$ cat src/rtl/cfu_defines.svh
// sizes and function codes shared by the whole dot-product unit
// memories A and B must share one address width, which also bounds K
// function codes travel in funct7; funct3 is ignored
`ifndef CFU_DEFINES_SVH
`define CFU_DEFINES_SVH

// operand memory address widths
`define CFU_A_ADDR_BITS 10
`define CFU_B_ADDR_BITS 10

// row geometry
`define CFU_LANES 4
`define CFU_LANE_BITS 8
`define CFU_ACC_BITS 32

// funct7 values
`define CFU_FN_WRITE_A 7'd0
`define CFU_FN_WRITE_B 7'd1
`define CFU_FN_COMPUTE 7'd2
`define CFU_FN_READ 7'd3

`endif

$ cat src/rtl/cfu_pkg.sv
// types for the dot-product unit
// lane 0 always sits in the most significant slot of a packed vector
// all arithmetic is two's complement and wraps at the accumulator width
`include "cfu_defines.svh"

package cfu_pkg;

  // one host command as presented on the command port
  typedef struct packed {
    logic [6:0]  funct7;
    logic [2:0]  funct3;
    logic [31:0] in0;
    logic [31:0] in1;
  } cmd_t;

  // single int8 operand
  typedef logic signed [`CFU_LANE_BITS-1:0] lane_t;

  // packed word of memory B, index 0 is bits 31:24
  typedef lane_t [0:`CFU_LANES-1] lane_vec_t;

  typedef logic signed [`CFU_ACC_BITS-1:0] acc_t;

  // all lane results, lane 0 in the top 32 bits
  typedef acc_t [0:`CFU_LANES-1] acc_vec_t;

  // one beat into the MAC row
  typedef struct packed {
    logic      valid;
    lane_t     a;
    lane_vec_t b;
  } feed_t;

endpackage

$ cat src/rtl/mac_row.sv
// one row of multiply-accumulate cells fed from the west
// a beat reaches cell j after j cycles; B lane j is skewed to match
// accumulators wrap at CFU_ACC_BITS and only clear on the clear input
`include "cfu_defines.svh"

module mac_row (
  input  logic              clk,
  input  logic              rst_n,
  input  logic              clear,
  input  cfu_pkg::feed_t    feed,
  output cfu_pkg::acc_vec_t acc
);

  localparam int LANES = `CFU_LANES;
  localparam int PROD_BITS = 2 * `CFU_LANE_BITS;

  // A operand and valid bit heading east, index j feeds cell j
  cfu_pkg::lane_t   a_pipe [1:LANES-1];
  logic [LANES-1:1] v_pipe;

  always_ff @(posedge clk) begin
    a_pipe[1] <= feed.a;
    for (int i = 2; i < LANES; i++) begin
      a_pipe[i] <= a_pipe[i-1];
    end
  end

  always_ff @(posedge clk or negedge rst_n) begin
    if (!rst_n) begin
      v_pipe <= '0;
    end else begin
      v_pipe[1] <= feed.valid;
      for (int i = 2; i < LANES; i++) begin
        v_pipe[i] <= v_pipe[i-1];
      end
    end
  end

  for (genvar j = 0; j < LANES; j++) begin : g_cell
    cfu_pkg::lane_t              a_in;
    cfu_pkg::lane_t              b_in;
    logic                        v_in;
    logic signed [PROD_BITS-1:0] prod;
    cfu_pkg::acc_t               acc_q;

    if (j == 0) begin : g_head
      // first cell takes the beat straight from the input
      assign a_in = feed.a;
      assign v_in = feed.valid;
      assign b_in = feed.b[0];
    end else begin : g_tail
      // j stages of delay on this B lane
      cfu_pkg::lane_t b_dly [1:j];

      always_ff @(posedge clk) begin
        b_dly[1] <= feed.b[j];
        for (int i = 2; i <= j; i++) begin
          b_dly[i] <= b_dly[i-1];
        end
      end

      assign a_in = a_pipe[j];
      assign v_in = v_pipe[j];
      assign b_in = b_dly[j];
    end

    assign prod = $signed(a_in) * $signed(b_in);

    always_ff @(posedge clk or negedge rst_n) begin
      if (!rst_n) begin
        acc_q <= '0;
      end else if (clear) begin
        acc_q <= '0;
      end else if (v_in) begin
        acc_q <= acc_q + prod;
      end
    end

    assign acc[j] = acc_q;
  end

endmodule

$ cat config.mk
export PLATFORM = sky130hd
export DESIGN_NAME = mac_row
export DESIGN_NICKNAME = d
export VERILOG_FILES = /design/src/rtl/cfu_pkg.sv /design/src/rtl/mac_row.sv
export VERILOG_INCLUDE_DIRS = /design/src /design/src/rtl
export SDC_FILE = /design/constraint.sdc
export NUM_CORES = 2
export LEC_CHECK = 0
export ABC_CLOCK_PERIOD_IN_PS = 7800
export BUFFER_PORTS_ARGS = -buffer_cell sky130_fd_sc_hd__buf_2
export CAP_MARGIN = 40
export CORE_MARGIN = 3
export CORE_UTILIZATION = 50
export CTS_BUF_LIST = sky130_fd_sc_hd__clkbuf_8
export DETAILED_ROUTE_END_ITERATION = 10
export PLACE_DENSITY = 0.68
export SYNTH_ARGS = -nofsm -noshare
export SYNTH_HDL_FRONTEND = slang
export SYNTH_SLANG_ARGS = --single-unit
$ cat constraint.sdc
create_clock -name clk -period 7.8 [get_ports clk]
set_input_delay 1.56 -clock clk [delete_from_list [all_inputs] [get_ports clk]]
set_output_delay 1.56 -clock clk [all_outputs]
set_load 0.02 [all_outputs]
; ---- Word-level counts from Yosys, hierarchy flattened
; Memories as Yosys holds them, arrays and structs flattened.
; Index checks and enable logic that the tools add are counted.
[classes]
n_mux = 8
n_mul = 4
n_addsub = 4
reduce_logical = 4
[ops]
columns = operator, count
row1 = $mux W32, 8
row2 = $add A32 B16 Y32, 4
row3 = $mul A8 B8 Y16, 4
row4 = $reduce_bool A2 Y1, 4
[totals]
input_bits = 44
ramBits = 72
word_cells = 29
out_inout_bits = 128
n_memories = 4
register_bits = 131
[memory_table]
columns = memory, depth, width, read_ports, rd_ports_with_merged_regs, wr, line_no
row1 = a_pipe, 3, 8, 3, 0, 3, mac_row.sv:18  ; cfu_pkg::lane_t a_pipe [1:LANES-1];
row2 = g_cell[3].g_tail.b_dly, 3, 8, 3, 0, 3, mac_row.sv:53  ; cfu_pkg::lane_t b_dly [1:j];
row3 = g_cell[2].g_tail.b_dly, 2, 8, 2, 0, 2, mac_row.sv:53
row4 = g_cell[1].g_tail.b_dly, 1, 8, 1, 0, 1, mac_row.sv:53

; ---- Logic depth before layout (Yosys ltp)
[depth]
word_depth = 4
mapped_depth = 21
ltp_nobuf = 20

; ---- Worst setup path before layout
; No wires, ideal clock.
[synth_timing]
kind = input -> register
startpoint = input port feed[24] (netlist name)
endpoint = register g_cell[0].acc_q[31]
required_time_ns = 7.679
stages = 17
n_path_buf = 0
setup_ns = 0.121
path_slack_ns = 0.468
arrival_time_ns = 7.211
cell_sequence = and2_1 > inv_1 > fa_1 > inv_1 > fa_1 > fa_1 > fa_1 > fa_1 > ha_1 > or4_1 > a31oi_1 > o2111ai_1 > a41oi_2 > o221ai_1 > a21oi_1 > xnor2_1 > a22o_1
[synth_via]
elab_chain_cells = 4
[synth_lines]
columns = element, line_no
row1 = "start, declared", mac_row.sv:10  ; input cfu_pkg::feed_t feed,
row2 = $mul A8 B8 Y16, mac_row.sv:67  ; assign prod = $signed(a_in) * $signed(b_in);
row3 = $add A32 B16 Y32, mac_row.sv:75  ; acc_q <= acc_q + prod;
row4 = $mux W32, mac_row.sv:74  ; end else if (v_in) begin
row5 = $mux W32, mac_row.sv:72  ; end else if (clear) begin
row6 = "end signal, assigned", mac_row.sv:75
row7 = "end, declared", mac_row.sv:44  ; cfu_pkg::acc_t acc_q;
; No other way between the ends. The select of a mux whose other input is x is not followed.
; A chain may end at the register's enable or synchronous reset.

==> impl_metrics.py <==
metrics = {
    "outcome": {
        "run_status": "finished, final reports clean",
    },
    "clock_tree": {
        "clkLatencyLatePin_ns": 0.64,
        "tritoncts_num_sinks": 203,
        "tritoncts_clock_tree": "done",
        "cts_buffers": 43,
        "post_cts_resized": 0,
        "cts.hold.buffers_added": 0,
        "max_clock_buf_depth": 3,
        "post-cts-setup-buffer-count": 0,
        "htree_levels": 2,
        "clock-root-buffer": "clkbuf_8",
        "clk_transition_reported_paths_ns": 0.07,
    },
    "critical_path": {
        "setup.worst_path.end_class": "flop",
        "ff2ff_setup_slack_ns": 1.11,
        "setup.worst_path.class": "flop to flop",
        "cp_max_fo": 13,
        "critical_path.startpoint_type": "flop",
        "critical_path.reg2reg.startpoint": "a_pipe[0][23]$_DFF_P_",
        "cp.required_ns": 8.29,
        "cp-startpoint": "a_pipe[0][23]$_DFF_P_",
        "setup.worst_path.end": "g_cell[2].acc_q[31]$_DFFE_PN0P_",
        "endpoint_of_the_most_critical_register_to_register_path": "g_cell[2].acc_q[31]$_DFFE_PN0P_",
        "rr_worst_depth": 18,
        "worstPathArrival_ns": 7.18,
    },
    "detailed_routing": {
        "drt_pre_antenna_iters": 5,
        "postRouteAntennaNets": 0,
        "route.final.wire_length_um": 66400,
        "detail_route.iter0.violations": 896,
        "viasPerCell": 5.39,
        "vias": 19100,
        "wl_per_cell_um": 18.7,
        "drcViolationCount": 0,
    },
    "timing": {
        "maxSlewViolCount": 0,
        "min_period_ns": 6.69,
        "fin_setup_tns_ns": 0,
        "achievable-frequency_mhz": 149,
        "final.setup_skew_ns": 0.0394,
        "post-route-period-util_pct": 85.8,
        "grt_setup_unrepaired": "no",
        "slew-limit-headroom_pct": 41.2,
        "minimum_hold_slack_ns": 0.324,
        "final-hold-violation-count": 0,
        "setup_viol": 0,
        "worst_slew_pin_slew_ns": 0.879,
    },
    "synthesis": {
        "synth_edf_count": 0,
        "yosysSeqAreaShare_pct": 17.0,
        "synth_area_per_cell_um2": 10.8,
        "ys_types": 76,
        "syn-num-nets": 3446,
        "synth_top_flop_cell": "dfrtp_1",
        "mappedNetlistArea_um2": 27800,
        "synthArstFlopShare_pct": 64.5,
        "ys_ff_latch": 203,
        "yosys_warnings": 0,
        "postSynthCellCount": 2578,
    },
    "layout": {
        "layout-drive-gt1-share_pct": 10.0,
        "finish.net_count": 3644,
        "syn_to_layout_area_delta_pct": 10.3,
    },
    "placement": {
        "globalplace.congestion": 0.941,
        "dpl.hpwl_um": 53400,
        "port_buffers": 171,
    },
    "floorplan": {
        "core_area_um2": 54300,
        "design.die.area_um2": 58400,
        "pin_count": 172,
        "chipWidth_um": 242,
        "floorplan.initialDensity_pct": 51.1,
        "row_count": 85,
        "die-height_um": 242,
    },
    "global_route": {
        "grt_overflow_total": 0,
        "grt_max_degree": 67,
        "grt_antenna_before_repair": 2,
        "grt_first_pass_wirelength_um": 113000,
        "vias_in_the_first_global_route": 21700,
        "groute.usage.overall_pct": 23.8,
    },
    "worst_hold_path": {
        "min_path_type": "flop to flop",
        "hold_startpoint": "g_cell[2].g_tail.b_dly[1][3]$_DFF_P_",
    },
    "flow_run": {
        "max_cap_viol_count": 0,
    },
}
per-stage QoR:
stage	setup WS, ns	instance area (µm²)	util, %	cells
global route	0.766	30600	56.4	3551
global placement	0.823	29500	54.4	3465
detailed placement	0.672	29700	54.6	3470
finish	1.11	30600	56.4	3551
CTS	1.16	30600	56.3	3549
floorplan	0.468	27800	-	2578
cell usage in the layout, fill, tap and decap left out, types with 26 or more instances in the layout:
cell and instances:
a21o_1 46, xor2_1 29, nor2_1 165, dfxtp_1 72, o21bai_1 26, nand2_1 151, clkbuf_8 52, ha_1 280
a21oi_1 89, mux2i_1 82, fa_1 544, and2_1 127, buf_2 169, o21ai_0 54, nor2b_1 26, xnor2_1 85
inv_1 407, dfrtp_1 128
logic make-up (layout without fill, tap and decap cells):
logic type      after synthesis  after routing  share of synthesized area [%]
buf+inv                     434            666                           5.88
compound gates              353            353                           8.69
flops                       203            203                           17.0
fa+ha+maj                   824            824                           51.8
simple gates                566            566                           9.97
xor+xnor                    114            114                           3.60
mux                          84             84                           3.04
other cells                   0              2                              0
registers in the layout, indices dropped and copies added (netlist names):
name,flops
v_pipe,3
g_cell.acc_q,128
a_pipe,24
g_cell.g_tail.b_dly,48
critical path, cell delays in order (launching register included):
cell	delay [ns]
dfxtp_1	0.56
nand2_1	0.25
fa_1	0.77
fa_1	0.58
inv_1	0.63
fa_1	0.57
fa_1	0.45
ha_1	0.30
ha_1	0.37
nand2_1	0.10
o21a_1	0.23
nand2_1	0.12
a2111oi_0	0.08
buf_4	0.17
o31ai_1	0.63
a21oi_1	0.23
o21ai_0	0.26
xnor2_1	0.16
o21ai_0	0.10
synthesized netlist by cell type, types with 10 or more instances:
library cell	number	share of area, %
fa_1	544	39
nor2b_1	26	0.59
nand2b_1	13	0.29
dfxtp_1	72	5.2
o21a_1	21	0.57
a31oi_1	14	0.32
a211oi_1	20	0.54
xnor2_1	85	2.7
dfrtp_1	131	12
nand2_1	151	2.0
o21bai_1	26	0.70
and2_1	131	3.0
o21ai_0	54	0.97
buf_1	14	0.19
xor2_1	29	0.91
a21o_1	46	1.2
a22o_1	11	0.35
mux2i_1	82	3.0
nand3_1	24	0.43
nor2_1	165	2.2
ha_1	280	13
a21oi_1	89	1.6
nand4_1	10	0.23
inv_1	392	5.3
clkbuf_1	24	0.32
worst min-delay path by stage:
stage,end,slack [ns],cells after the start
finish,g_cell[2].g_tail.b_dly[2][3]$_DFF_P_,0.32,0
global route,g_cell[2].g_tail.b_dly[2][3]$_DFF_P_,0.33,0
CTS,g_cell[3].g_tail.b_dly[0][28]$_DFF_P_,0.32,0
detailed placement,g_cell[2].g_tail.b_dly[2][5]$_DFF_P_,0.31,0
global placement,g_cell[2].g_tail.b_dly[2][6]$_DFF_P_,0.32,0
floorplan,g_cell[2].g_tail.b_dly[2][0]$_DFF_P_,0.31,0
per-layer routing:
| metal | up-vias | track usage, % | routed length (µm) |
|---|---|---|---|
| met2 | 439 | 40.6 | 32700 |
| li1 | 8749 | - | - |
| met5 | - | 0 | 0 |
| met3 | 111 | 3.43 | 2930 |
| met4 | 0 | 7.73 | 2020 |
| met1 | 9836 | 31.6 | 28700 |
layout make-up:
class                   instances  area (µm²)
well taps                     739         925
clock inverters                27         251
diodes                          2        5.00
clock buffers                  52         716
fillers                      4698       23700
inverters                     394        1480
repair buffers                193        1100
multi-input cells            1941       21400
flip-flops and latches        203        4720
Power is left out: the tool's default activity adds up to more than one toggle a clock period on the data nets, which glitch-free logic cannot reach.
