$ cat src/rtl/cfu_defines.svh
// sizes and function codes shared by the whole dot-product unit
// memories A and B must share one address width, which also bounds K
// function codes travel in funct7; funct3 is ignored
`ifndef CFU_DEFINES_SVH
`define CFU_DEFINES_SVH

// operand memory address widths
`define CFU_A_ADDR_BITS 10
`define CFU_B_ADDR_BITS 10

// row geometry
`define CFU_LANES 4
`define CFU_LANE_BITS 8
`define CFU_ACC_BITS 32

// funct7 values
`define CFU_FN_WRITE_A 7'd0
`define CFU_FN_WRITE_B 7'd1
`define CFU_FN_COMPUTE 7'd2
`define CFU_FN_READ 7'd3

`endif

$ cat src/rtl/cfu_pkg.sv
// types for the dot-product unit
// lane 0 always sits in the most significant slot of a packed vector
// all arithmetic is two's complement and wraps at the accumulator width
`include "cfu_defines.svh"

package cfu_pkg;

  // one host command as presented on the command port
  typedef struct packed {
    logic [6:0]  funct7;
    logic [2:0]  funct3;
    logic [31:0] in0;
    logic [31:0] in1;
  } cmd_t;

  // single int8 operand
  typedef logic signed [`CFU_LANE_BITS-1:0] lane_t;

  // packed word of memory B, index 0 is bits 31:24
  typedef lane_t [0:`CFU_LANES-1] lane_vec_t;

  typedef logic signed [`CFU_ACC_BITS-1:0] acc_t;

  // all lane results, lane 0 in the top 32 bits
  typedef acc_t [0:`CFU_LANES-1] acc_vec_t;

  // one beat into the MAC row
  typedef struct packed {
    logic      valid;
    lane_t     a;
    lane_vec_t b;
  } feed_t;

endpackage

$ cat src/rtl/cfu_sequencer.sv
// command decode and operand streaming for the dot-product unit
// one command in flight; cmd_ready is high only in idle
// compute latency is K + 1 + CFU_LANES cycles after the clear cycle
// K comes from in0 and is limited by the memory address width
`include "cfu_defines.svh"

module cfu_sequencer (
  input  logic                        clk,
  input  logic                        rst_n,
  input  logic                        cmd_valid,
  output logic                        cmd_ready,
  input  cfu_pkg::cmd_t               cmd,
  output logic                        rsp_valid,
  input  logic                        rsp_ready,
  output logic [31:0]                 rsp_data,
  output logic                        a_wr_en,
  output logic [`CFU_A_ADDR_BITS-1:0] a_addr,
  output cfu_pkg::lane_t              a_wr_data,
  input  cfu_pkg::lane_t              a_rd_data,
  output logic                        b_wr_en,
  output logic [`CFU_B_ADDR_BITS-1:0] b_addr,
  output cfu_pkg::lane_vec_t          b_wr_data,
  input  cfu_pkg::lane_vec_t          b_rd_data,
  output cfu_pkg::feed_t              feed,
  output logic                        clear,
  input  cfu_pkg::acc_vec_t           acc
);

  localparam int CNT_BITS = `CFU_A_ADDR_BITS;

  typedef enum logic [2:0] {
    S_IDLE,
    S_WRITE,
    S_CLEAR,
    S_STREAM,
    S_DRAIN,
    S_RESPOND
  } state_t;

  state_t              state;
  state_t              state_nxt;
  cfu_pkg::cmd_t       cmd_q;
  logic [CNT_BITS-1:0] cnt;
  logic [CNT_BITS-1:0] k_len;
  logic                accept;
  logic                strobe;
  logic                feed_vld;
  logic                last_beat;
  logic                drain_done;

  assign cmd_ready  = (state == S_IDLE);
  assign accept     = cmd_valid && cmd_ready;
  assign k_len      = cmd_q.in0[CNT_BITS-1:0];
  assign strobe     = (state == S_STREAM);
  assign last_beat  = (cnt == k_len - 1'b1);
  // drain covers the read latency plus the skew of the row
  assign drain_done = (cnt == CNT_BITS'(`CFU_LANES));

  // captured command, held until the response is taken
  always_ff @(posedge clk) begin
    if (accept) begin
      cmd_q <= cmd;
    end
  end

  always_ff @(posedge clk or negedge rst_n) begin
    if (!rst_n) begin
      state <= S_IDLE;
    end else begin
      state <= state_nxt;
    end
  end

  always_comb begin
    state_nxt = state;
    case (state)
      S_IDLE: begin
        if (accept) begin
          state_nxt = (cmd.funct7 == `CFU_FN_COMPUTE) ? S_CLEAR : S_WRITE;
        end
      end
      S_WRITE:   state_nxt = S_RESPOND;
      // K of zero skips straight to the drain
      S_CLEAR:   state_nxt = (k_len == '0) ? S_DRAIN : S_STREAM;
      S_STREAM:  if (last_beat) state_nxt = S_DRAIN;
      S_DRAIN:   if (drain_done) state_nxt = S_RESPOND;
      S_RESPOND: if (rsp_ready) state_nxt = S_IDLE;
      default:   state_nxt = S_IDLE;
    endcase
  end

  // address counter in stream, cycle counter in drain
  always_ff @(posedge clk or negedge rst_n) begin
    if (!rst_n) begin
      cnt <= '0;
    end else if (strobe) begin
      cnt <= last_beat ? '0 : cnt + 1'b1;
    end else if (state == S_DRAIN) begin
      cnt <= cnt + 1'b1;
    end else begin
      cnt <= '0;
    end
  end

  // valid follows the address by the memory read latency
  always_ff @(posedge clk or negedge rst_n) begin
    if (!rst_n) begin
      feed_vld <= 1'b0;
    end else begin
      feed_vld <= strobe;
    end
  end

  // memory side
  assign a_wr_en   = (state == S_WRITE) && (cmd_q.funct7 == `CFU_FN_WRITE_A);
  assign b_wr_en   = (state == S_WRITE) && (cmd_q.funct7 == `CFU_FN_WRITE_B);
  assign a_addr    = strobe ? `CFU_A_ADDR_BITS'(cnt) : cmd_q.in0[`CFU_A_ADDR_BITS-1:0];
  assign b_addr    = strobe ? `CFU_B_ADDR_BITS'(cnt) : cmd_q.in0[`CFU_B_ADDR_BITS-1:0];
  assign a_wr_data = cmd_q.in1[31:24];
  assign b_wr_data = cfu_pkg::lane_vec_t'(cmd_q.in1);

  always_comb begin
    feed.valid = feed_vld;
    feed.a     = a_rd_data;
    feed.b     = b_rd_data;
  end

  assign clear     = (state == S_CLEAR);
  assign rsp_valid = (state == S_RESPOND);

  // only reads return data, everything else answers zero
  always_comb begin
    rsp_data = '0;
    if (cmd_q.funct7 == `CFU_FN_READ) begin
      rsp_data = acc[cmd_q.in1[1:0]];
    end
  end

endmodule

$ cat config.mk
export PLATFORM = sky130hd
export DESIGN_NAME = cfu_sequencer
export DESIGN_NICKNAME = d
export VERILOG_FILES = /design/src/rtl/cfu_pkg.sv /design/src/rtl/cfu_sequencer.sv
export VERILOG_INCLUDE_DIRS = /design/src /design/src/rtl
export SDC_FILE = /design/constraint.sdc
export NUM_CORES = 1
export LEC_CHECK = 0
export ABC_AREA = 1
export BUFFER_PORTS_ARGS = -buffer_cell sky130_fd_sc_hd__buf_2
export CAP_MARGIN = 40
export CORE_AREA = 2 2 147 149
export CTS_CLUSTER_SIZE = 14
export DETAILED_ROUTE_END_ITERATION = 10
export DIE_AREA = 0 0 149 151
export HOLD_SLACK_MARGIN = 0.12
export PLACE_DENSITY = 0.57
export SLEW_MARGIN = 20
export SYNTH_ARGS = -nofsm -noshare
export SYNTH_HDL_FRONTEND = slang
export SYNTH_SLANG_ARGS = --single-unit
$ cat constraint.sdc
create_clock -name clk -period 4.2 [get_ports clk]
set_input_delay 0.21 -clock clk [delete_from_list [all_inputs] [get_ports clk]]
set_output_delay 0.21 -clock clk [all_outputs]
set_load 0.1 [all_outputs]
---- Yosys cells after proc, flatten, opt, wreduce, memory -nomap -nowiden ----
Cells that the tools add are included.
word-level totals
  register bits after elaboration ......... 63
  bits of input ports ..................... 246
  output and inout port bits .............. 138
  logic and storage cells ................. 46
operators by class
  add/subtract/negate cells ............... 2
  order comparisons ....................... 1
  equal/unequal tests ..................... 14
  multiplexer cells ....................... 15
  bitwise logic cells ..................... 1
  reduce and logical (&&, ||, !) cells .... 7
operator list
  kind                     number
  $mux W32                 3
  $bmux W32 S2             1
  $mux W10                 4
  $pmux W3 S6              1
  $mux W3                  5
  $eq A7 B2 Y1 const B     2
  $add A10 B1 Y10 const B  1
  $eq A10 B10 Y1           1
  $eq A10 B3 Y1 const B    1
  $logic_not A10 Y1        1
  $sub A10 B1 Y10 const B  1
  $eq A7 B1 Y1 const B     1
  $logic_not A7 Y1         1
  $eq A3 B2 Y1 const B     2
  $eq A3 B3 Y1 const B     2
  $ne A2 B1 Y1 const B     3
  $reduce_and A4 Y1        1
  $eq A3 B1 Y1 const B     1
  $ge A3 B3 Y1 const B     1
  $logic_and A1 B1 Y1      3
  $logic_not A3 Y1         1
  $not A2 Y3               1
  $mux W2                  1
  $ne A2 B2 Y1 const B     1

---- Longest topological paths before layout ----
Gate-level depths: netlist of run 1.
  depth in word-level cells ............... 5
  mapped depth ............................ 16
  depth with buffers taken out ............ 16

---- Worst setup path after synthesis of run 1 ----
No wires, ideal clock.
  path kind ............................... register to register
  from .................................... register state[0]
  to ...................................... register cmd_q (netlist bit b_wr_data[0]) (enable)
  library setup time ...................... 0.456 ns
  arrival ................................. 4.197 ns
  data required time ...................... 3.744 ns
  path slack .............................. -0.453 ns
  stages on the path, launching flop included .. 6
  path buffers ............................ 0
  period minus slack after synthesis ...... 4.653 ns
  cells stage by stage .................... dfrtp_1 -> nor2_1 -> inv_1 -> nor2_1 -> inv_1 -> nor2_1
on the way
  word-level cells in the longest chain between the ends .. 2
ends and longest elaborated chain
  element                   RTL line             text
  start: declaration        cfu_sequencer.sv:40  state_t state;
  start signal: assignment  cfu_sequencer.sv:70  state <= state_nxt;
  $logic_not A3 Y1          cfu_sequencer.sv:51  assign cmd_ready = (state == S_IDLE);
  named net cmd_ready       cfu_sequencer.sv:11  output logic cmd_ready,
  $logic_and A1 B1 Y1       cfu_sequencer.sv:52  assign accept = cmd_valid && cmd_ready;
  named net accept          cfu_sequencer.sv:45  logic accept;
  end signal: assignment    cfu_sequencer.sv:62  cmd_q <= cmd;
  end: declaration          cfu_sequencer.sv:42  cfu_pkg::cmd_t cmd_q;
The timed path passes the listed nets, and every way through them passes these cells.
A chain may end at the register's enable or synchronous reset.

---- Final worst setup path of run 1 ----
  from .................................... register cmd_q (netlist bit b_wr_data[0])
  to ...................................... output port rsp_data[2]
on the way
  word-level cells in the longest chain between the ends .. 5
ends and longest elaborated chain
  element                                      RTL line              text
  $not A2 Y3 (implied by the code)             cfu_sequencer.sv:135  rsp_data = acc[cmd_q.in1[1:0]];
  $bmux W32 S2                                 cfu_sequencer.sv:135
  $mux W32 (implied by the code) (2 in a row)  cfu_sequencer.sv:135
  $mux W32                                     cfu_sequencer.sv:134  if (cmd_q.funct7 == `CFU_FN_READ) begin
  end: declaration                             cfu_sequencer.sv:15   output logic [31:0] rsp_data,
Every way passes these cells. The select of a mux whose other input is x is not followed.

==> results of run 1 <==
logic make-up after synthesis:
logic type | after synthesis | share of synthesized area, %
AOI/OAI and AO/OA | 124 | 14.6
and+or+nand+nor | 240 | 21.3
xor gates and xnor gates | 13 | 2.48
buffers and inverters | 157 | 20.8
DFF | 63 | 39.8
adders and majority gates | 4 | 1.09
cells in the final DEF (no fill, tap or decap), drive strengths merged, types with 2 or more instances in the layout:
master,netlist,final
buf,101,286
nor2,154,154
o21ai,77,77
nand2,55,55
dlygate4sd3,0,50
edfxtp,49,49
a21oi,43,43
inv,37,37
dfrtp,14,14
nand3,11,11
clkbuf,18,11
xor2,9,9
nor3,8,8
nand4,5,5
clkinv,1,5
xnor2,4,4
ha,4,4
nand3b,2,2
nor4,2,2
registers in the layout, summed over array words and instances, names as in the netlist:
signal and flops:
state 3, feed_vld 1, cmd_q 17, b_wr_data 32, cnt 10
stage by stage:
stage / std cells / setup slack [ns] / util [%]
2_1_floorplan: 601 / 0.179 / -
3_5_place_dp: 1042 / 1.83 / 26.7
3_3_place_gp: 1042 / 1.57 / 26.7
6_report: 1110 / 1.54 / 30.5
4_1_cts: 1108 / 1.47 / 30.4
5_1_grt: 1110 / 1.33 / 30.5
worst paths after layout:
path	from	to	slack (ns)	cells after the start
max in group asynchronous	rst_n	cnt[9]	3.61	2
hold reg to reg	cnt[0]	cnt[0]	0.57	1
setup / recovery	b_wr_data[0]	rsp_data[2]	1.54	7
setup reg to reg	cmd_q[32]	state[0]	2.13	13
hold / removal	rsp_ready	state[2]	0.29	6
min in group asynchronous	rst_n	cnt[3]	0.34	2
critical path: stages, from the launching register on:
cell      delay, ns
edfxtp_1       0.32
buf_4          0.30
buf_4          0.43
nor2_1         0.18
nor2_1         0.13
o21ai_0        0.09
a21oi_1        0.19
buf_2          0.46
layout make-up:
type	count	share of cell area (%)
clock inverters	5	0.394
inverters	38	2.25
clock buffers	11	3.67
multi-input cells	381	28.6
well taps	275	5.42
flip-flops and latches	63	28.7
diodes	1	0.0394
repair buffers	336	30.9
routing by layer:
layer | track usage [%] | part of all wire, %
met1 | 14.8 | 38
met2 | 23.7 | 49
met3 | 4.25 | 9.7
met4 | 5.14 | 2.6
met5 | 0 | 0.075
power breakdown:
part	switching, mW	internal, mW
Clock	0.251	0.393
Combinational	1.07	0.295
Sequential	0.0611	0.788
Total	1.38	1.48
==> impl_metrics.json, run 1 <==
{
  "clkSlewWorstSetupHoldPaths_ns": 0.05,
  "synth_cell_types": 35,
  "synthesis.area_um2": 4580,
  "synthMostInstantiatedCell": "nor2_1",
  "tightest_slew_ns": 0.621,
  "cts_setup_buffers": 0,
  "synth_area_leaders": "edfxtp_1, buf_4, nor2_1",
  "vias": 4569,
  "worst_hold_path_type": "input port to flop",
  "io_pins": 384,
  "wl_per_cell_um": 14.4,
  "routabilityCongestion": 0.764,
  "power_leakage_nw": 2.95,
  "critPathMaxFanout": 37,
  "grt_pass1_vias": 4313,
  "max_slew_margin_pct": 58.6,
  "finalSetupViolations": 0,
  "worstSetupPathType": "flop to output port",
  "via_per_inst": 4.12,
  "syn_area_per_cell_um2": 7.62,
  "ant_nets": 0,
  "p_per_area_nw_per_um2": 450,
  "synth_common_cells": "nor2_1, buf_4, o21ai_0",
  "async_flop_share_pct": 22.2,
  "drt-total-wl_mm": 16.0,
  "grt.overflow.total": 0,
  "cts_buffer_depth": 2,
  "placed_area_um2": 5570,
  "antenna_found_initial": 2,
  "cp_data_arrival_time_ns": 2.45,
  "yosys_warnings": 0,
  "fin_crit_sh_pct": 63.3,
  "cts.sink_count": 63,
  "io_buffers": 278,
  "yosysTopAreaCell": "edfxtp_1",
  "hold_buffers": 50,
  "finalCriticalPeriod_ns": 2.66,
  "total_power_mw": 2.85,
  "design.die.area_um2": 22500,
  "yosysTopAreaCellShare_pct": 32.1,
  "layout-drive-gt1-share_pct": 37.9,
  "grtUsageTotal_pct": 13.3,
  "synthCells": 601,
  "hold_violations": 0,
  "core_um2": 20800,
  "cts_buffers": 9,
  "regArea_um2": 1820,
  "areaGrowthSynthToFinish_pct": 38.6,
  "fin_area_um2": 6350,
  "drt_iter0_drc": 143,
  "dieWidth_um": 149,
  "ys_seq_elements": 63,
  "startpoint_type": "flop",
  "synth_edf_count": 49,
  "layout.nets": 1079,
  "initial_core_util_pct": 22.0,
  "grt_pass1_wl_mm": 23.0,
  "status": "complete, no violations",
  "final.setup_skew_ns": 0.00618,
  "cts_max_level": 3,
  "irDropWorstVdd_mv": 0.476,
  "die_h_um": 151,
  "drt_first_pass_iters": 4,
  "setup_tns_ns": 0,
  "clock-root-buffer": "clkbuf_16",
  "grt_max_degree": 65,
  "finalMaxSlewViolations": 0,
  "rsz0062_at_grt": "false",
  "synthFlopType": "edfxtp_1",
  "cp-end-kind": "output port",
  "fillCellCount": 2295,
  "max_freq_mhz": 376,
  "multi_input_area_um2": 1820,
  "cts_tree": "built",
  "hold_slack_ns": 0.293,
  "synth-seq-area-share_pct": 39.8,
  "drc": 0,
  "cts_resized": 0,
  "place_hpwl_mm": 12.3,
  "cp.required_ns": 3.99,
  "num_rows": 53,
  "syn_nets": 851,
  "cap_violations": 0,
  "clk_latency_ns": 0.32
}
Power figures use the tool's default switching activity.
==> run 2: changes to the inputs <==
==> constraint.sdc (replaced) <==
create_clock -name clk -period 2.48 [get_ports clk]
set_input_delay 0.124 -clock clk [delete_from_list [all_inputs] [get_ports clk]]
set_output_delay 0.124 -clock clk [all_outputs]
set_load 0.1 [all_outputs]
==> impl_metrics.json, run 2 (synthesis results as in run 1) <==
{
  "status": "complete, no violations",
  "cts_buffer_depth": 2,
  "finalCriticalPeriod_ns": 2.28,
  "busiest_layer": "met2",
  "finalMaxSlewViolations": 0,
  "finalSetupViolations": 0,
  "power_leakage_nw": 3.12,
  "areaGrowthSynthToFinish_pct": 51.4,
  "p_per_area_nw_per_um2": 777,
  "cts_max_level": 3,
  "drc": 0,
  "fin_crit_sh_pct": 92.0,
  "critPathMaxFanout": 32,
  "grt_max_degree": 66,
  "die_h_um": 151,
  "via_per_inst": 4.25,
  "layout-drive-gt1-share_pct": 42.9,
  "fin_util_pct": 33.3,
  "antenna_found_initial": 1,
  "grt_pass1_wl_mm": 23.5,
  "place_inst": 1042,
  "wl_per_cell_um": 14.7,
  "largest_reg_flops": 32,
  "cts_buffers": 9,
  "fin_area_um2": 6940,
  "final_cell_mix": "buf_2, nor2_1, o21ai_0",
  "num_rows": 53,
  "drt_iter0_drc": 201,
  "grt_pass1_vias": 4489,
  "setup_tns_ns": 0,
  "cts.sink_count": 63,
  "worstRegToRegCells": 13,
  "place_hpwl_mm": 12.6,
  "worstHoldStart": "cmd_valid",
  "whs_endpoint": "state[1]",
  "routabilityCongestion": 0.827,
  "vias": 4717,
  "timing.final.ws_setup_ns": 0.198,
  "grtUsageMet1_pct": 14.8,
  "holdPathStages": 3,
  "globalRouteMet2Util_pct": 23.6,
  "cts_tree": "built",
  "cap_violations": 0,
  "max_slew_margin_pct": 61.8,
  "cts_setup_buffers": 0,
  "layout.nets": 1079,
  "max_freq_mhz": 438,
  "total_power_mw": 5.39,
  "r2r_slack_ns": 0.38,
  "grtUsageTotal_pct": 13.6,
  "tightest_slew_ns": 0.573,
  "grtUsageMet3_pct": 4.70,
  "startpoint_type": "flop",
  "cp-end-kind": "output port",
  "cp.required_ns": 2.36,
  "hold_buffers": 50,
  "worstSetupPathType": "flop to output port",
  "core_um2": 20800,
  "ant_nets": 0,
  "dieWidth_um": 149,
  "drt_first_pass_iters": 4,
  "io_buffers": 278,
  "dp_slack_ns": 0.397,
  "design.die.area_um2": 22500,
  "r2r-start": "cmd_q[32]",
  "drt-total-wl_mm": 16.3,
  "cts_resized": 0,
  "r2r_end": "state[0]",
  "cp_data_arrival_time_ns": 2.16,
  "initial_core_util_pct": 22.0,
  "hold_violations": 0,
  "grt.overflow.total": 0,
  "clkSlewWorstSetupHoldPaths_ns": 0.05,
  "fillCellCount": 2160,
  "clock-root-buffer": "clkbuf_16",
  "irDropWorstVdd_mv": 0.484,
  "io_pins": 384,
  "worst_hold_path_type": "input port to flop",
  "rsz0062_at_grt": "false",
  "placed_area_um2": 6090,
  "hold_slack_ns": 0.231,
  "final_common_cell": "buf_2",
  "clk_latency_ns": 0.34,
  "fin_cells": 1110,
  "final.setup_skew_ns": 0.0110
}
-- run 2: changes by cell type in the layout (fill, tap and decap cells not counted), moves of 3 or more --
cell	before	now
buf_12	1	24
a21oi_1	34	1
buf_2	278	257
o21ai_1	1	9
buf_4	7	4
a21oi_2	9	42
o21ai_0	76	67
-- run 2: area by class of cell --
type                            count  area, um^2  area share [%]
Inverter                           38         143            2.06
Multi-Input combinational cell    381        1990            28.6
Clock buffer                        9         225            3.25
Sequential cell                    63        1820            26.3
Clock inverter                      7         103            1.48
Timing Repair Buffer              336        2310            33.3
Antenna cell                        1        2.50          0.0361
Tap cell                          275         344            4.96
-- run 2: power by group --
group	internal (mW)	switching, mW
Clock	0.893	0.500
Sequential	1.33	0.115
Combinational	0.657	1.89
-- run 2: critical path, cell delays in order (launching register included) --
cell and delay [ns]:
edfxtp_1 0.35, nor3_1 0.30, nand4_1 0.12, buf_4 0.31
a21oi_2 0.25, buf_2 0.46
-- run 2: worst max-delay path by stage --
| stage | start | to | depth (start not counted) |
|---|---|---|---|
| 2_1_floorplan | state[0] | b_addr[2] | 5 |
| 3_3_place_gp | cmd_q[32] | state[0] | 13 |
| 3_5_place_dp | cmd_q[32] | state[0] | 13 |
| 4_1_cts | cmd_q[72] | rsp_data[21] | 5 |
| 5_1_grt | cmd_q[72] | rsp_data[0] | 5 |
| 6_report | cmd_q[72] | rsp_data[21] | 5 |
-- run 2: layer usage --
layer,wire [um],vias to the layer above
met2,7920,254
met1,6110,2101
met3,1660,28
met4,651,0
met5,0,-
li1,-,2334
==> run 3: changes to the inputs <==
--- a/config.mk
+++ b/config.mk
@@ -14,7 +14,7 @@
 export DETAILED_ROUTE_END_ITERATION = 10
 export DIE_AREA = 0 0 149 151
 export HOLD_SLACK_MARGIN = 0.12
-export PLACE_DENSITY = 0.57
+export PLACE_DENSITY = 0.59
 export SLEW_MARGIN = 20
 export SYNTH_ARGS = -nofsm -noshare
 export SYNTH_HDL_FRONTEND = slang
==> constraint.sdc (replaced) <==
create_clock -name clk -period 1.95 [get_ports clk]
set_input_delay 0.0975 -clock clk [delete_from_list [all_inputs] [get_ports clk]]
set_output_delay 0.0975 -clock clk [all_outputs]
set_load 0.1 [all_outputs]
==> impl_metrics.json, run 3 (synthesis results as in run 1) <==
{
  "status": "complete, no violations",
  "largest_reg_flops": 32,
  "antenna_found_initial": 0,
  "clkSlewWorstSetupHoldPaths_ns": 0.05,
  "initial_core_util_pct": 22.0,
  "routabilityCongestion": 0.759,
  "via_per_inst": 4.24,
  "drt_first_pass_iters": 4,
  "ant_nets": 0,
  "clk_latency_ns": 0.33,
  "max_slew_margin_pct": 65.1,
  "cts_buffers": 9,
  "cts_tree": "built",
  "max_freq_mhz": 515,
  "final.setup_skew_ns": 0.00818,
  "drt-total-wl_mm": 17.4,
  "dp_slack_ns": 0.117,
  "num_rows": 53,
  "hold_slack_ns": 0.151,
  "hold_violations": 0,
  "cts_buffer_depth": 2,
  "antennaDiodeCount": 0,
  "finalMaxSlewViolations": 0,
  "placed_area_um2": 7070,
  "worstSetupPathType": "flop to output port",
  "areaGrowthSynthToFinish_pct": 78.6,
  "wl_per_cell_um": 15.4,
  "cap_violations": 0,
  "grtUsageTotal_pct": 14.0,
  "power_leakage_nw": 3.44,
  "io_buffers": 278,
  "setup_tns_ns": 0,
  "finalSetupViolations": 0,
  "worst_hold_path_type": "input port to flop",
  "finalCriticalPeriod_ns": 1.94,
  "cts_max_level": 3,
  "irDropWorstVdd_mv": 0.707,
  "final_cell_mix": "buf_2, nor2_1, buf_12",
  "drt_iter0_drc": 193,
  "grt_pass1_vias": 4725,
  "dieWidth_um": 149,
  "grt_max_degree": 66,
  "cp-end-kind": "output port",
  "io_pins": 384,
  "place_hpwl_mm": 11.6,
  "fin_area_um2": 8180,
  "design.die.area_um2": 22500,
  "drc": 0,
  "grt.overflow.total": 0,
  "cp.required_ns": 1.85,
  "critPathMaxFanout": 2,
  "clock-root-buffer": "clkbuf_16",
  "p_per_area_nw_per_um2": 861,
  "layout.nets": 1099,
  "layout-drive-gt1-share_pct": 46.5,
  "die_h_um": 151,
  "tightest_slew_ns": 0.527,
  "core_um2": 20800,
  "cp_data_arrival_time_ns": 1.84,
  "startpoint_type": "flop",
  "rsz0062_at_grt": "true",
  "grt_pass1_wl_mm": 24.3,
  "final_common_cell": "buf_2",
  "cts.sink_count": 63,
  "timing.final.ws_setup_ns": 0.00821,
  "vias": 4790,
  "fin_crit_sh_pct": 99.6
}
-- run 3: final timing paths --
check | from | endpoint | slack [ns] | cells past startpoint
setup / recovery | cmd_q[72] | b_wr_en | 0.008 | 6
hold / removal | rsp_ready | state[2] | 0.15 | 6
setup reg to reg | cmd_q[37] | cnt[9] | 0.12 | 12
hold reg to reg | cnt[0] | cnt[0] | 0.55 | 1
max in group asynchronous | rst_n | state[0] | 1.46 | 2
min in group asynchronous | rst_n | cnt[3] | 0.23 | 2
-- run 3: cell type report --
cell class                      count  area, um^2
Tap cell                          275         344
Clock inverter                      4        43.8
Timing Repair Buffer              356        3190
Multi-Input combinational cell    381        2380
Fill cell                        2031       12600
Inverter                           38         143
Sequential cell                    63        1820
Clock buffer                       12         256
-- run 3: worst max-delay path, cell delays in order (launching register included) --
cell and delay, ns:
edfxtp_1 0.41, nor3_4 0.24, buf_4 0.13, nand4_1 0.08
buf_4 0.17, nor4b_4 0.26, buf_12 0.22
-- run 3: per-stage QoR --
step,utilization (%),cells,total power [mW]
floorplan,-,601,4.89
CTS,38.3,1119,6.97
finish,39.3,1129,7.04
global placement,34.0,1049,5.22
global route,39.3,1129,7.37
detailed placement,34.0,1049,5.25
-- run 3: metal layers --
metal | up-vias | routed length [um] | GRT usage [%] | part of all wire (%)
met5 | - | 0 | 0 | 0
li1 | 2370 | - | - | -
met1 | 2164 | 6930 | 15.6 | 40
met2 | 235 | 8580 | 25.3 | 49
met3 | 21 | 1550 | 4.64 | 9.0
met4 | 0 | 290 | 4.10 | 1.7
-- run 3: where the power goes --
part / switching, mW / total, mW / internal, mW / leakage [nW]
logic: 2.56 / 3.57 / 1.02 / 2.65
registers: 0.161 / 1.86 / 1.70 / 0.638
clock network: 0.561 / 1.61 / 1.05 / 0.150
total: 3.28 / 7.04 / 3.77 / 3.44
-- run 3: timing repair --
| action | in CTS | in global routing |
|---|---|---|
| endpoints found under the setup margin | 47 | 64 |
| endpoints found under the hold margin | 63 | 0 |
| buffers inserted | 1 | 6 |
| cloned | 3 | 4 |
| pin swaps | 2 | 6 |
| hold buffers | 50 | 0 |
| gates resized for setup | 9 | 66 |
